## src/include/core_defs.svh

```systemverilog
/*
 * Radio control core register map
 * Settings bus bases and offsets, compatibility number and
 * reset values shared by the control blocks
 */
`ifndef CORE_DEFS_SVH
`define CORE_DEFS_SVH

//////////////////////////////////////////////////
// Misc control registers
//////////////////////////////////////////////////
`define SR_MISC         0
`define SR_SERDES_OFS   1
`define SR_ADC_OFS      2
`define SR_LED_SW_OFS   3
`define SR_PHY_OFS      4
`define SR_LED_SRC_OFS  6

// LED bits 1 to 4 follow hardware status after reset
`define LED_SRC_RESET   8'h1E

//////////////////////////////////////////////////
// VITA timekeeper registers
//////////////////////////////////////////////////
`define SR_TIME64       10
// Upper word, staged only
`define TIME_HI_OFS     0
// Lower word, a write here starts the load
`define TIME_LO_OFS     1
// Bit 0 set for immediate load, clear for next PPS
`define TIME_CTRL_OFS   2

//////////////////////////////////////////////////
// Readback
//////////////////////////////////////////////////
// Major and minor revision
`define COMPAT_NUM      {16'd10, 16'd0}
`define RB_ADDR_W       4

`endif

```

## src/hw/core_pkg.sv

```systemverilog
/*
 * Radio control core types
 * Settings bus words, VITA time, LED vector and the enums
 * for the timekeeper FSM and the readback selector
 */
`include "core_defs.svh"

package core_pkg;

   // Settings bus
   typedef logic [7:0]  set_addr_t;
   typedef logic [31:0] set_data_t;

   // Free running tick count
   typedef logic [63:0] vita_time_t;

   typedef logic [7:0]  led_t;

   // Timekeeper FSM
   typedef enum logic {
      TIME_IDLE  = 1'b0,
      TIME_ARMED = 1'b1
   } time_state_e;

   // Readback word select, other codes read as zero
   typedef enum logic [`RB_ADDR_W-1:0] {
      RB_COMPAT  = 4'd0,
      RB_TIME_HI = 4'd1,
      RB_TIME_LO = 4'd2,
      RB_PPS_HI  = 4'd3,
      RB_PPS_LO  = 4'd4,
      RB_STATUS  = 4'd5
   } rb_word_e;

endpackage

```

## src/hw/misc_ctrl.sv

```systemverilog
/*
 * Misc control registers
 * SERDES and ADC enables, PHY reset and the LED source mux
 * that picks software or hardware status bit by bit
 */
`timescale 1ns/100ps
`include "core_defs.svh"

module misc_ctrl
   import core_pkg::*;
(
   input  logic      dsp_clk,
   input  logic      por_rst,
   input  logic      set_stb_i,
   input  set_addr_t set_addr_i,
   input  set_data_t set_data_i,
   input  logic      run_tx_i,
   input  logic      run_rx_i,
   input  logic      clk_status_i,
   input  logic      serdes_link_up_i,
   input  logic      good_sync_i,
   output logic      ser_enable_o,
   output logic      ser_prbsen_o,
   output logic      ser_loopen_o,
   output logic      ser_rx_en_o,
   output logic      adc_oe_a_o,
   output logic      adc_on_a_o,
   output logic      adc_oe_b_o,
   output logic      adc_on_b_o,
   output logic      phy_reset_n_o,
   output led_t      leds_o
);

   logic [3:0] serdes_bits;
   logic [3:0] adc_bits;
   logic       phy_reset;
   led_t       led_sw;
   led_t       led_src;
   led_t       led_hw;

   //////////////////////////////////////////////////
   // Registers
   //////////////////////////////////////////////////
   setting_reg #(.SR_ADDR(set_addr_t'(`SR_MISC + `SR_SERDES_OFS)), .WIDTH(4)) sr_serdes (
      .dsp_clk(dsp_clk), .por_rst(por_rst), .set_stb_i(set_stb_i),
      .set_addr_i(set_addr_i), .set_data_i(set_data_i),
      .value_o(serdes_bits), .changed_o());

   setting_reg #(.SR_ADDR(set_addr_t'(`SR_MISC + `SR_ADC_OFS)), .WIDTH(4)) sr_adc (
      .dsp_clk(dsp_clk), .por_rst(por_rst), .set_stb_i(set_stb_i),
      .set_addr_i(set_addr_i), .set_data_i(set_data_i),
      .value_o(adc_bits), .changed_o());

   setting_reg #(.SR_ADDR(set_addr_t'(`SR_MISC + `SR_LED_SW_OFS)), .WIDTH(8)) sr_led_sw (
      .dsp_clk(dsp_clk), .por_rst(por_rst), .set_stb_i(set_stb_i),
      .set_addr_i(set_addr_i), .set_data_i(set_data_i),
      .value_o(led_sw), .changed_o());

   setting_reg #(.SR_ADDR(set_addr_t'(`SR_MISC + `SR_PHY_OFS)), .WIDTH(1)) sr_phy (
      .dsp_clk(dsp_clk), .por_rst(por_rst), .set_stb_i(set_stb_i),
      .set_addr_i(set_addr_i), .set_data_i(set_data_i),
      .value_o(phy_reset), .changed_o());

   setting_reg #(
      .SR_ADDR(set_addr_t'(`SR_MISC + `SR_LED_SRC_OFS)),
      .WIDTH(8),
      .AT_RESET(`LED_SRC_RESET)
   ) sr_led_src (
      .dsp_clk(dsp_clk), .por_rst(por_rst), .set_stb_i(set_stb_i),
      .set_addr_i(set_addr_i), .set_data_i(set_data_i),
      .value_o(led_src), .changed_o());

   // Pin unpacking, MSB first
   assign {ser_enable_o, ser_prbsen_o, ser_loopen_o, ser_rx_en_o} = serdes_bits;
   assign {adc_oe_a_o, adc_on_a_o, adc_oe_b_o, adc_on_b_o}       = adc_bits;
   // PHY reset pin is active low
   assign phy_reset_n_o = ~phy_reset;

   //////////////////////////////////////////////////
   // LEDs
   //////////////////////////////////////////////////
   // Link LED only once time is in sync
   assign led_hw = {3'b000, run_tx_i, run_rx_i, clk_status_i,
                    serdes_link_up_i & good_sync_i, 1'b0};

   // Source bit 1 = hardware, 0 = software
   assign leds_o = (led_src & led_hw) | (~led_src & led_sw);

endmodule

```

## src/hw/radio_ctrl_core.sv

```systemverilog
/*
 * Radio control core
 * Settings bus registers, VITA timekeeper and readback
 */
`timescale 1ns/100ps

module radio_ctrl_core
   import core_pkg::*;
(
   input  logic      dsp_clk,
   input  logic      por_rst,
   // Settings bus
   input  logic      set_stb_i,
   input  set_addr_t set_addr_i,
   input  set_data_t set_data_i,
   // Readback
   input  logic      rb_stb_i,
   input  rb_word_e  rb_addr_i,
   output set_data_t rb_data_o,
   output logic      rb_valid_o,
   // Status and timing
   input  logic      pps_i,
   input  logic      run_tx_i,
   input  logic      run_rx_i,
   input  logic      clk_status_i,
   input  logic      serdes_link_up_i,
   input  logic      button_i,
   output logic      pps_int_o,
   // Board control
   output logic      ser_enable_o,
   output logic      ser_prbsen_o,
   output logic      ser_loopen_o,
   output logic      ser_rx_en_o,
   output logic      adc_oe_a_o,
   output logic      adc_on_a_o,
   output logic      adc_oe_b_o,
   output logic      adc_on_b_o,
   output logic      phy_reset_n_o,
   output led_t      leds_o
);

   vita_time_t vita_time;
   vita_time_t vita_time_pps;
   logic       good_sync;

   misc_ctrl misc_ctrl0 (
      .dsp_clk(dsp_clk), .por_rst(por_rst),
      .set_stb_i(set_stb_i), .set_addr_i(set_addr_i), .set_data_i(set_data_i),
      .run_tx_i(run_tx_i), .run_rx_i(run_rx_i), .clk_status_i(clk_status_i),
      .serdes_link_up_i(serdes_link_up_i), .good_sync_i(good_sync),
      .ser_enable_o(ser_enable_o), .ser_prbsen_o(ser_prbsen_o),
      .ser_loopen_o(ser_loopen_o), .ser_rx_en_o(ser_rx_en_o),
      .adc_oe_a_o(adc_oe_a_o), .adc_on_a_o(adc_on_a_o),
      .adc_oe_b_o(adc_oe_b_o), .adc_on_b_o(adc_on_b_o),
      .phy_reset_n_o(phy_reset_n_o), .leds_o(leds_o));

   vita_timekeeper timekeeper0 (
      .dsp_clk(dsp_clk), .por_rst(por_rst),
      .set_stb_i(set_stb_i), .set_addr_i(set_addr_i), .set_data_i(set_data_i),
      .pps_i(pps_i), .vita_time_o(vita_time), .vita_time_pps_o(vita_time_pps),
      .pps_int_o(pps_int_o), .good_sync_o(good_sync));

   readback_mux readback0 (
      .dsp_clk(dsp_clk), .por_rst(por_rst),
      .rb_stb_i(rb_stb_i), .rb_addr_i(rb_addr_i),
      .vita_time_i(vita_time), .vita_time_pps_i(vita_time_pps),
      .clk_status_i(clk_status_i), .serdes_link_up_i(serdes_link_up_i),
      .good_sync_i(good_sync), .button_i(button_i),
      .rb_data_o(rb_data_o), .rb_valid_o(rb_valid_o));

endmodule

```

## src/hw/readback_mux.sv

```systemverilog
/*
 * Readback mux
 * Registers the selected word one cycle after the read strobe
 */
`timescale 1ns/100ps
`include "core_defs.svh"

module readback_mux
   import core_pkg::*;
(
   input  logic       dsp_clk,
   input  logic       por_rst,
   input  logic       rb_stb_i,
   input  rb_word_e   rb_addr_i,
   input  vita_time_t vita_time_i,
   input  vita_time_t vita_time_pps_i,
   input  logic       clk_status_i,
   input  logic       serdes_link_up_i,
   input  logic       good_sync_i,
   input  logic       button_i,
   output set_data_t  rb_data_o,
   output logic       rb_valid_o
);

   set_data_t status_word;
   set_data_t rb_word;

   // Link, clock, sync, button from bit 0 up
   assign status_word = {28'd0, button_i, good_sync_i, clk_status_i, serdes_link_up_i};

   //////////////////////////////////////////////////
   // Word select
   //////////////////////////////////////////////////
   always_comb begin
      case (rb_addr_i)
         RB_COMPAT:  rb_word = `COMPAT_NUM;
         RB_TIME_HI: rb_word = vita_time_i[63:32];
         RB_TIME_LO: rb_word = vita_time_i[31:0];
         RB_PPS_HI:  rb_word = vita_time_pps_i[63:32];
         RB_PPS_LO:  rb_word = vita_time_pps_i[31:0];
         RB_STATUS:  rb_word = status_word;
         default:    rb_word = '0;
      endcase
   end

   //////////////////////////////////////////////////
   // Output registers
   //////////////////////////////////////////////////
   always_ff @(posedge dsp_clk) begin
      if (por_rst)
         rb_valid_o <= 1'b0;
      else
         rb_valid_o <= rb_stb_i;
   end

   // Time words are the counter value at the strobe edge
   always_ff @(posedge dsp_clk) begin
      if (rb_stb_i)
         rb_data_o <= rb_word;
   end

   a_rb_valid_lag: assert property (@(posedge dsp_clk) disable iff (por_rst)
      rb_valid_o == $past(rb_stb_i));

endmodule

```

## src/hw/setting_reg.sv

```systemverilog
/*
 * Settings register
 * Loads the low WIDTH bits of the bus data on a matching strobe
 */
`timescale 1ns/100ps

module setting_reg
   import core_pkg::*;
#(
   parameter set_addr_t        SR_ADDR  = '0,
   parameter int               WIDTH    = 8,
   parameter logic [WIDTH-1:0] AT_RESET = '0
) (
   input  logic             dsp_clk,
   input  logic             por_rst,
   input  logic             set_stb_i,
   input  set_addr_t        set_addr_i,
   input  set_data_t        set_data_i,
   output logic [WIDTH-1:0] value_o,
   output logic             changed_o
);

   always_ff @(posedge dsp_clk) begin
      if (por_rst) begin
         value_o   <= AT_RESET;
         changed_o <= 1'b0;
      end else begin
         changed_o <= 1'b0;
         // Only our own address is taken
         if (set_stb_i && (set_addr_i == SR_ADDR)) begin
            value_o   <= set_data_i[WIDTH-1:0];
            changed_o <= 1'b1;
         end
      end
   end

endmodule

```

## src/hw/vita_timekeeper.sv

```systemverilog
/*
 * VITA timekeeper
 * 64-bit tick counter with immediate or PPS timed load,
 * PPS synchronizer and time latch on every PPS edge
 */
`timescale 1ns/100ps
`include "core_defs.svh"

module vita_timekeeper
   import core_pkg::*;
(
   input  logic       dsp_clk,
   input  logic       por_rst,
   input  logic       set_stb_i,
   input  set_addr_t  set_addr_i,
   input  set_data_t  set_data_i,
   input  logic       pps_i,
   output vita_time_t vita_time_o,
   output vita_time_t vita_time_pps_o,
   output logic       pps_int_o,
   output logic       good_sync_o
);

   localparam set_addr_t ADDR_HI   = set_addr_t'(`SR_TIME64 + `TIME_HI_OFS);
   localparam set_addr_t ADDR_LO   = set_addr_t'(`SR_TIME64 + `TIME_LO_OFS);
   localparam set_addr_t ADDR_CTRL = set_addr_t'(`SR_TIME64 + `TIME_CTRL_OFS);

   logic        hi_wr;
   logic        lo_wr;
   logic        ctrl_wr;
   set_data_t   time_hi;
   set_data_t   time_lo;
   logic        load_now;
   logic        pps_meta;
   logic        pps_sync;
   logic        pps_dly;
   logic        pps_det;
   logic        load_imm;
   logic        load_pps;
   time_state_e state;
   vita_time_t  time_next;

   //////////////////////////////////////////////////
   // Settings decode and staging
   //////////////////////////////////////////////////
   assign hi_wr   = set_stb_i && (set_addr_i == ADDR_HI);
   assign lo_wr   = set_stb_i && (set_addr_i == ADDR_LO);
   assign ctrl_wr = set_stb_i && (set_addr_i == ADDR_CTRL);

   always_ff @(posedge dsp_clk) begin
      if (hi_wr)
         time_hi <= set_data_i;
      if (lo_wr)
         time_lo <= set_data_i;
      if (ctrl_wr)
         load_now <= set_data_i[0];
   end

   //////////////////////////////////////////////////
   // PPS input
   //////////////////////////////////////////////////
   // Two flop sync, third flop for the edge
   always_ff @(posedge dsp_clk) begin
      if (por_rst) begin
         pps_meta <= 1'b0;
         pps_sync <= 1'b0;
         pps_dly  <= 1'b0;
      end else begin
         pps_meta <= pps_i;
         pps_sync <= pps_meta;
         pps_dly  <= pps_sync;
      end
   end

   assign pps_det = pps_sync & ~pps_dly;

   //////////////////////////////////////////////////
   // Load control
   //////////////////////////////////////////////////
   // Lower word bypasses the stage on immediate load
   assign load_imm = lo_wr && load_now;
   assign load_pps = (state == TIME_ARMED) && pps_det && !load_imm;

   always_ff @(posedge dsp_clk) begin
      if (por_rst) begin
         state       <= TIME_IDLE;
         good_sync_o <= 1'b0;
      end else begin
         case (state)
            TIME_IDLE: begin
               if (lo_wr && !load_now)
                  state <= TIME_ARMED;
            end
            TIME_ARMED: begin
               if (load_imm) begin
                  state <= TIME_IDLE;
               end else if (load_pps) begin
                  state       <= TIME_IDLE;
                  good_sync_o <= 1'b1;
               end
            end
            default: state <= TIME_IDLE;
         endcase
      end
   end

   //////////////////////////////////////////////////
   // Counter and PPS latch
   //////////////////////////////////////////////////
   always_comb begin
      if (load_imm)
         time_next = {time_hi, set_data_i};
      else if (load_pps)
         time_next = {time_hi, time_lo};
      else
         time_next = vita_time_o + 64'd1;
   end

   always_ff @(posedge dsp_clk) begin
      if (por_rst) begin
         vita_time_o     <= '0;
         vita_time_pps_o <= '0;
         pps_int_o       <= 1'b0;
      end else begin
         vita_time_o <= time_next;
         pps_int_o   <= pps_det;
         // Latch sees the loaded value on a sync edge
         if (pps_det)
            vita_time_pps_o <= time_next;
      end
   end

   // Sync stays until the next reset
   a_good_sync_sticky: assert property (@(posedge dsp_clk) disable iff (por_rst)
      good_sync_o |=> good_sync_o);

   a_time_step: assert property (@(posedge dsp_clk) disable iff (por_rst)
      !(load_imm || load_pps) |=> (vita_time_o == $past(vita_time_o) + 64'd1));

endmodule

```

## config.mk

```make
export PLATFORM = sky130hd
export DESIGN_NAME = radio_ctrl_core
export DESIGN_NICKNAME = d
export VERILOG_FILES = /design/src/hw/core_pkg.sv /design/src/hw/misc_ctrl.sv /design/src/hw/radio_ctrl_core.sv /design/src/hw/readback_mux.sv /design/src/hw/setting_reg.sv /design/src/hw/vita_timekeeper.sv
export VERILOG_INCLUDE_DIRS = /design/src /design/src/include
export SDC_FILE = /design/constraint.sdc
export NUM_CORES = 1
export LEC_CHECK = 0
export BUFFER_PORTS_ARGS = -buffer_cell sky130_fd_sc_hd__buf_2
export CORE_MARGIN = 4
export CORE_UTILIZATION = 55
export DETAILED_ROUTE_END_ITERATION = 10
export PLACE_DENSITY = 0.79
export SLEW_MARGIN = 10
export SYNTH_ARGS = -nofsm -noshare
export SYNTH_HDL_FRONTEND = slang
export SYNTH_SLANG_ARGS = --single-unit
```

## constraint.sdc

```tcl
create_clock -name dsp_clk -period 8.5 [get_ports dsp_clk]
set_clock_uncertainty 0.15 [all_clocks]
set_input_delay 0.425 -clock dsp_clk [delete_from_list [all_inputs] [get_ports dsp_clk]]
set_output_delay 0.425 -clock dsp_clk [all_outputs]
set_load 0.02 [all_outputs]
```

# --- Word-level counts from Yosys, hierarchy flattened ---
# Cells that the tools add are included.
word_totals:
  reg_bits: 257
  inputBits: 54
  wordCells: 65
op_classes:
  addsub: 1
  n_eq_ne: 13
  muxes: 7
  bitwise_logic: 10
  reduce_logical: 16
op_table:
  columns: ["operator", "count"]
  rows:
  - ["$pmux 32 s6", 1]
  - ["$mux 64", 2]
  - ["$add 64x1->64 const B", 1]
  - ["$eq 8x4->1 const B", 3]
  - ["$eq 8x2->1 const B", 2]
  - ["$eq 8x3->1 const B", 2]
  - ["$logic_and 1x1->1", 12]
  - ["$and 8x5->8", 1]
  - ["$and 8x8->8", 1]
  - ["$eq 4x2->1 const B", 2]
  - ["$eq 4x3->1 const B", 2]
  - ["$eq 8x1->1 const B", 1]
  - ["$not 8->8", 1]
  - ["$or 8x8->8", 1]
  - ["$eq 4x1->1 const B", 1]
  - ["$logic_not 4->1", 1]
  - ["$not 1->1", 4]
  - ["$mux 1", 3]
  - ["$reduce_and 3->1", 1]
  - ["$and 1x1->1", 2]
  - ["$logic_not 1->1", 2]
  - ["$pmux 1 s2", 1]

# --- Longest topological paths before layout ---
logic_depth:
  ltp_word: 8
  mapped_depth: 8
  mapped_depth_nobuf: 7

# --- Hierarchy ---
# A second synthesis with hierarchy kept.
hier_totals:
  cells_unflattened: 1182
  hier_area_um2: 12166.7
modules_own_cells:
  columns: ["mod", "n_inst", "cells_each", "area_each_um2", "seq_area_each_um2"]
  rows:
  - ["vita_timekeeper", 1, 880, 8594.5, 4634.4]
  - ["readback_mux", 1, 162, 2100.8, 980.9]
  - ["setting_reg at misc_ctrl0.sr_adc ...", 2, 21, 240.2, 100.1]
  - ["setting_reg at misc_ctrl0.sr_led_sw", 1, 39, 412.9, 180.2]
  - ["setting_reg at misc_ctrl0.sr_led_src", 1, 39, 395.4, 180.2]
  - ["setting_reg at misc_ctrl0.sr_phy", 1, 9, 95.1, 40.0]
  - ["misc_ctrl", 1, 11, 87.6, 0.0]

# --- Worst setup path after synthesis ---
# Ideal clock, no wire load.
synth_timing:
  kind: "input port to flip-flop"
  start: "input set_addr_i[5]"
  end: "register timekeeper0.time_hi[0], enable pin"
  setup_time_ns: 0.461
  arrival_ns: 3.300
  setup_slack_ns: 4.589
  cell_stages: 3
  path_cell_list: "nor4_1 nand2_1 nor3_1"
synth_between:
  elab_chain_cells: 2
synth_lines:
  columns: ["element", "line_no", "rtl"]
  rows:
  - ["from (decl)", "radio_ctrl_core.sv:14", "input set_addr_t set_addr_i,"]
  - ["$eq 8x4->1", "vita_timekeeper.sv:46", "assign hi_wr = set_stb_i && (set_addr_i == ADDR_HI);"]
  - ["$logic_and 1x1->1", "vita_timekeeper.sv:46", null]
  - ["net timekeeper0.hi_wr", "vita_timekeeper.sv:28", "logic hi_wr;"]
  - ["to (signal assigned)", "vita_timekeeper.sv:52", "time_hi <= set_data_i;"]
  - ["to (decl)", "vita_timekeeper.sv:31", "set_data_t time_hi;"]
# The timed path passes the listed nets, and every way through them passes these cells.
# A chain may end at the register's enable or synchronous reset.

# --- Final worst setup path ---
layout_timing:
  start: "register timekeeper0.vita_time_o[3]"
  end: "register timekeeper0.vita_time_pps_o[61]"
layout_between:
  elab_chain_cells: 3
layout_lines:
  columns: ["element", "line_no", "rtl"]
  rows:
  - ["from (decl)", "vita_timekeeper.sv:18", "output vita_time_t vita_time_o,"]
  - ["from (signal assigned)", "vita_timekeeper.sv:125", "vita_time_o <= time_next;"]
  - ["$add 64x1->64", "vita_timekeeper.sv:116", "time_next = vita_time_o + 64'd1;"]
  - ["$mux 64", "vita_timekeeper.sv:113", "else if (load_pps)"]
  - ["$mux 64", "vita_timekeeper.sv:111", "if (load_imm)"]
  - ["to (signal assigned)", "vita_timekeeper.sv:129", "vita_time_pps_o <= time_next;"]
  - ["to (decl)", "vita_timekeeper.sv:19", "output vita_time_t vita_time_pps_o,"]
# Every way passes these cells.

==> results_tabular.tex <==
\begin{tabular}{lr}
\hline
Metric & Value \\
\hline
\multicolumn{2}{l}{\textbf{Cells and area}} \\
Nets & 1293 \\
Area added between synthesis and finish & 17.0\% \\
Fill count & approximately 1600 \\
Share of cells above drive strength 1 & 15.5\% \\
Number of antenna repair diodes & 0 \\
Number of standard cells in the final layout excluding fillers & 1528 \\
Total non-filler cell area in the finished layout & approximately 0.013 sq mm \\
\multicolumn{2}{l}{\textbf{Route}} \\
Number of detailed-routing iterations run before antenna repair & 6 \\
Mean number of vias per cell & approximately 6.3 \\
1st-iter DRT viols & approximately 1000 \\
Routed via count & 9598 \\
Sum of routed wire length over all layers & around 32000 microns \\
Detail Route Antenna Nets & 0 \\
DRC Markers & 0 \\
Average wire per standard cell & 20.7 microns \\
\multicolumn{2}{l}{\textbf{CTS}} \\
Clock tree buffer depth & 3 \\
Clock tree from TritonCTS & yes \\
Post-CTS setup-driven buffer insertion count & 0 \\
Clk\_lat worst skew & 0.52 ns \\
TritonCTS sink count & about 260 \\
H-tree lvl count & 1 \\
Clock buffer count from CTS & 27 \\
Clock-pin slew on the worst setup and hold paths & 0.06 ns \\
Root Buffer Master & sky130\_fd\_sc\_hd\_\_clkbuf\_16 \\
\multicolumn{2}{l}{\textbf{STA}} \\
Sum Neg Setup Slack & 0 ns \\
Tmin final & 3.02 ns \\
F\_max & 331 MHz \\
Setup repair after global routing missed its margin & false \\
Final setup violation count & 0 \\
Number of pins with negative max-slew slack in the final report & 0 \\
Final hold violation count & 0 \\
Final clock period utilization by the worst path & $\sim$36\% \\
Worst hold slack across all endpoints & 0.0133 ns \\
Worst Max-Slew Pin Slew & 1.16 ns \\
Max-Slew Margin vs Limit & 22.3\% \\
\multicolumn{2}{l}{\textbf{Synthesis}} \\
Leading cell type by number of instances after synthesis & sky130\_fd\_sc\_hd\_\_dfxtp\_1 \\
Mean instance size in the synthesized netlist & 9.96 sq um \\
EDFF count, synth & just under 100 \\
Library cells used by synthesis & 65 \\
Largest area contributor in the synthesized netlist & sky130\_fd\_sc\_hd\_\_dfxtp\_1 \\
Post-Synthesis Net Count & 1192 \\
Post-synth design cell area & 0.0113 sq mm \\
Post-synthesis sequential area ratio & between 50\% and 60\% \\
Synthesis-stage register bit count & between 200 and 300 \\
Dominant cells by area after synthesis & sky130\_fd\_sc\_hd\_\_dfxtp\_1, sky130\_fd\_sc\_hd\_\_edfxtp\_1, sky130\_fd\_sc\_hd\_\_nor2\_1, sky130\_fd\_sc\_hd\_\_a22oi\_1, sky130\_fd\_sc\_hd\_\_a211oi\_1 \\
Gate count of the mapped netlist & 1137 \\
Synth Flop Type & sky130\_fd\_sc\_hd\_\_dfxtp\_1 \\
Synth top area share & roughly 28\% \\
Top cell types by occurrence after synthesis & sky130\_fd\_sc\_hd\_\_dfxtp\_1, sky130\_fd\_sc\_hd\_\_nor2\_1, sky130\_fd\_sc\_hd\_\_edfxtp\_1 \\
Async set-reset flop share out of synthesis & 0\% \\
Number of warnings printed during yosys synthesis & 0 \\
\multicolumn{2}{l}{\textbf{GRT}} \\
Overall Global Routing Usage & 27.4\% \\
First-pass GRT wire length & roughly 50000 microns \\
Antenna violations before repair & 1 \\
Global-route congestion overflow total & 0 \\
Pin count of the biggest net entering global routing & 99 \\
Vias in the first global route & roughly 9600 \\
\multicolumn{2}{l}{\textbf{Floorplanning}} \\
Starting density of the core & 55.9\% \\
Area of the core & 0.0202 sq mm \\
Floorplan die width & 151 microns \\
Number of I/O pins & 105 \\
Floorplan die height & 151 microns \\
Standard-cell rows & 52 \\
Die footprint & 0.0229 sq mm \\
\multicolumn{2}{l}{\textbf{Placement}} \\
Number of placed cells counting well taps & approximately 1500 \\
Placed Instance Area & between 0.01 and 0.015 sq mm \\
Final weighted congestion of routability-driven global placement & 0.945 \\
Quantity of I/O buffers inserted on ports & between 100 and 150 \\
HPWL after detailed placement & 19400 microns \\
\multicolumn{2}{l}{\textbf{Setup path}} \\
Worst-path fanout max & 13 \\
Cell mode on critical path & sky130\_fd\_sc\_hd\_\_a211oi\_1 \\
Type of destination of the critical path & register \\
Worst endpoint data arrival time & around 3.2 ns \\
Cell at the slowest stage of the critical path & sky130\_fd\_sc\_hd\_\_nor4\_4 \\
Cell chain of the critical path & nand3\_4 -> nor4\_4 -> nand4\_1 -> o31a\_1 -> a211oi\_1 -> a211oi\_1 \\
Critical Path Max Stage Delay & 0.77 ns \\
Startpoint types & register \\
Critical path data required time & 8.70 ns \\
Crit Path Class & reg2reg \\
\multicolumn{2}{l}{\textbf{Power}} \\
Power density relative to cell area & 197 mW/mm\^{}2 \\
Static leakage & 4.74 nW \\
Total power & 2.61 mW \\
IR drop worst, VDD & 140 uV \\
\multicolumn{2}{l}{\textbf{Job}} \\
Max-capacitance violation count & 0 \\
\multicolumn{2}{l}{\textbf{Outcome}} \\
Result of the run & completed \\
\multicolumn{2}{l}{\textbf{Min path}} \\
Type of the tightest min-delay check & in2reg \\
\hline
\end{tabular}
-- placed cells by master (no fill, tap or decap), types with 20 or more instances in the layout --
cell / count
sky130_fd_sc_hd__and3_1: 30
sky130_fd_sc_hd__a22oi_1: 59
sky130_fd_sc_hd__nor2_1: 153
sky130_fd_sc_hd__mux2i_1: 24
sky130_fd_sc_hd__edfxtp_1: 97
sky130_fd_sc_hd__a211oi_1: 49
sky130_fd_sc_hd__nor3_1: 23
sky130_fd_sc_hd__o21ai_0: 20
sky130_fd_sc_hd__dlygate4sd3_1: 27
sky130_fd_sc_hd__nand4_1: 28
sky130_fd_sc_hd__a21oi_1: 56
sky130_fd_sc_hd__xnor2_1: 29
sky130_fd_sc_hd__buf_2: 103
sky130_fd_sc_hd__nand2_1: 95
sky130_fd_sc_hd__dfxtp_1: 160
sky130_fd_sc_hd__nand3_1: 37
sky130_fd_sc_hd__clkbuf_16: 29
-- per-layer routing --
| layer | track usage, % | part of all wire (%) |
|---|---|---|
| met1 | 35.5 | 40 |
| met2 | 44.7 | 47 |
| met3 | 6.01 | 9.3 |
| met4 | 11.4 | 3.3 |
| met5 | 0 | 0 |
-- where the power goes --
part	internal, mW	switching [mW]	leakage [nW]
combinational	0.0403	0.0767	2.09
clock	0.717	0.473	0.447
sequential	1.30	0.00950	2.21
total	2.05	0.559	4.74
-- critical path: cells and delay by family (launching register included) --
kind / cells / cell delay [ns]
AO/OA/AOI/OAI: 3 / 0.83
AND/OR/NAND/NOR: 3 / 1.40
flip-flops: 1 / 0.46
-- cell type report --
| cell class | count | area, sq um | area share (%) |
|---|---|---|---|
| Clock buffer | 40 | 807 | 6.09 |
| Tap cell | 270 | 338 | 2.55 |
| Sequential cell | 257 | 6120 | 46.2 |
| Clock inverter | 9 | 98.8 | 0.746 |
| Timing Repair Buffer | 146 | 906 | 6.84 |
| Inverter | 19 | 71.3 | 0.538 |
| Multi-Input combinational cell | 787 | 4910 | 37.1 |
-- per-stage QoR --
stage	utilization, %	setup WS [ns]
floorplan	-	4.59
global placement	59.6	5.44
detailed placement	59.6	5.42
CTS	65.5	5.53
global route	65.5	5.31
finish	65.5	5.48
-- sequential cells by signal, indices dropped and copies added (netlist names), 8 cells and up --
name / count
misc_ctrl0.sr_led_src.value_o: 8
misc_ctrl0.sr_led_sw.value_o: 8
timekeeper0.vita_time_pps_o: 64
timekeeper0.time_hi: 32
readback0.rb_data_o: 32
timekeeper0.time_lo: 32
timekeeper0.vita_time_o: 64
-- path summary, 6_finish.rpt --
kind | startpoint | to | slack, ns | depth (start not counted)
worst min register to register | timekeeper0.pps_meta | timekeeper0.pps_sync | 0.31 | 1
worst max register to register | timekeeper0.vita_time_o[3] | timekeeper0.vita_time_pps_o[61] | 5.48 | 6
worst max-delay path | timekeeper0.vita_time_o[3] | timekeeper0.vita_time_pps_o[61] | 5.48 | 6
worst min-delay path | set_data_i[21] | timekeeper0.time_lo[21] | 0.01 | 1
-- kinds of logic after synthesis --
kind of cell	after synthesis	synth area share, %
AND/OR/NAND/NOR	449	20.3
AO/OA/AOI/OAI	263	16.1
flip-flops	257	54.0
buffers and inverters	93	3.36
XOR/XNOR	47	3.64
multiplexers	27	2.42
adder cells (fa/ha/maj)	1	0.111
-- what timing repair did --
item	CTS	global route
gates resized for setup	0	0
hold buffers	27	0
hold endpoints to repair	51	0
endpoints found under the setup margin	0	0
No activity file was read; power rests on OpenSTA's default activity.
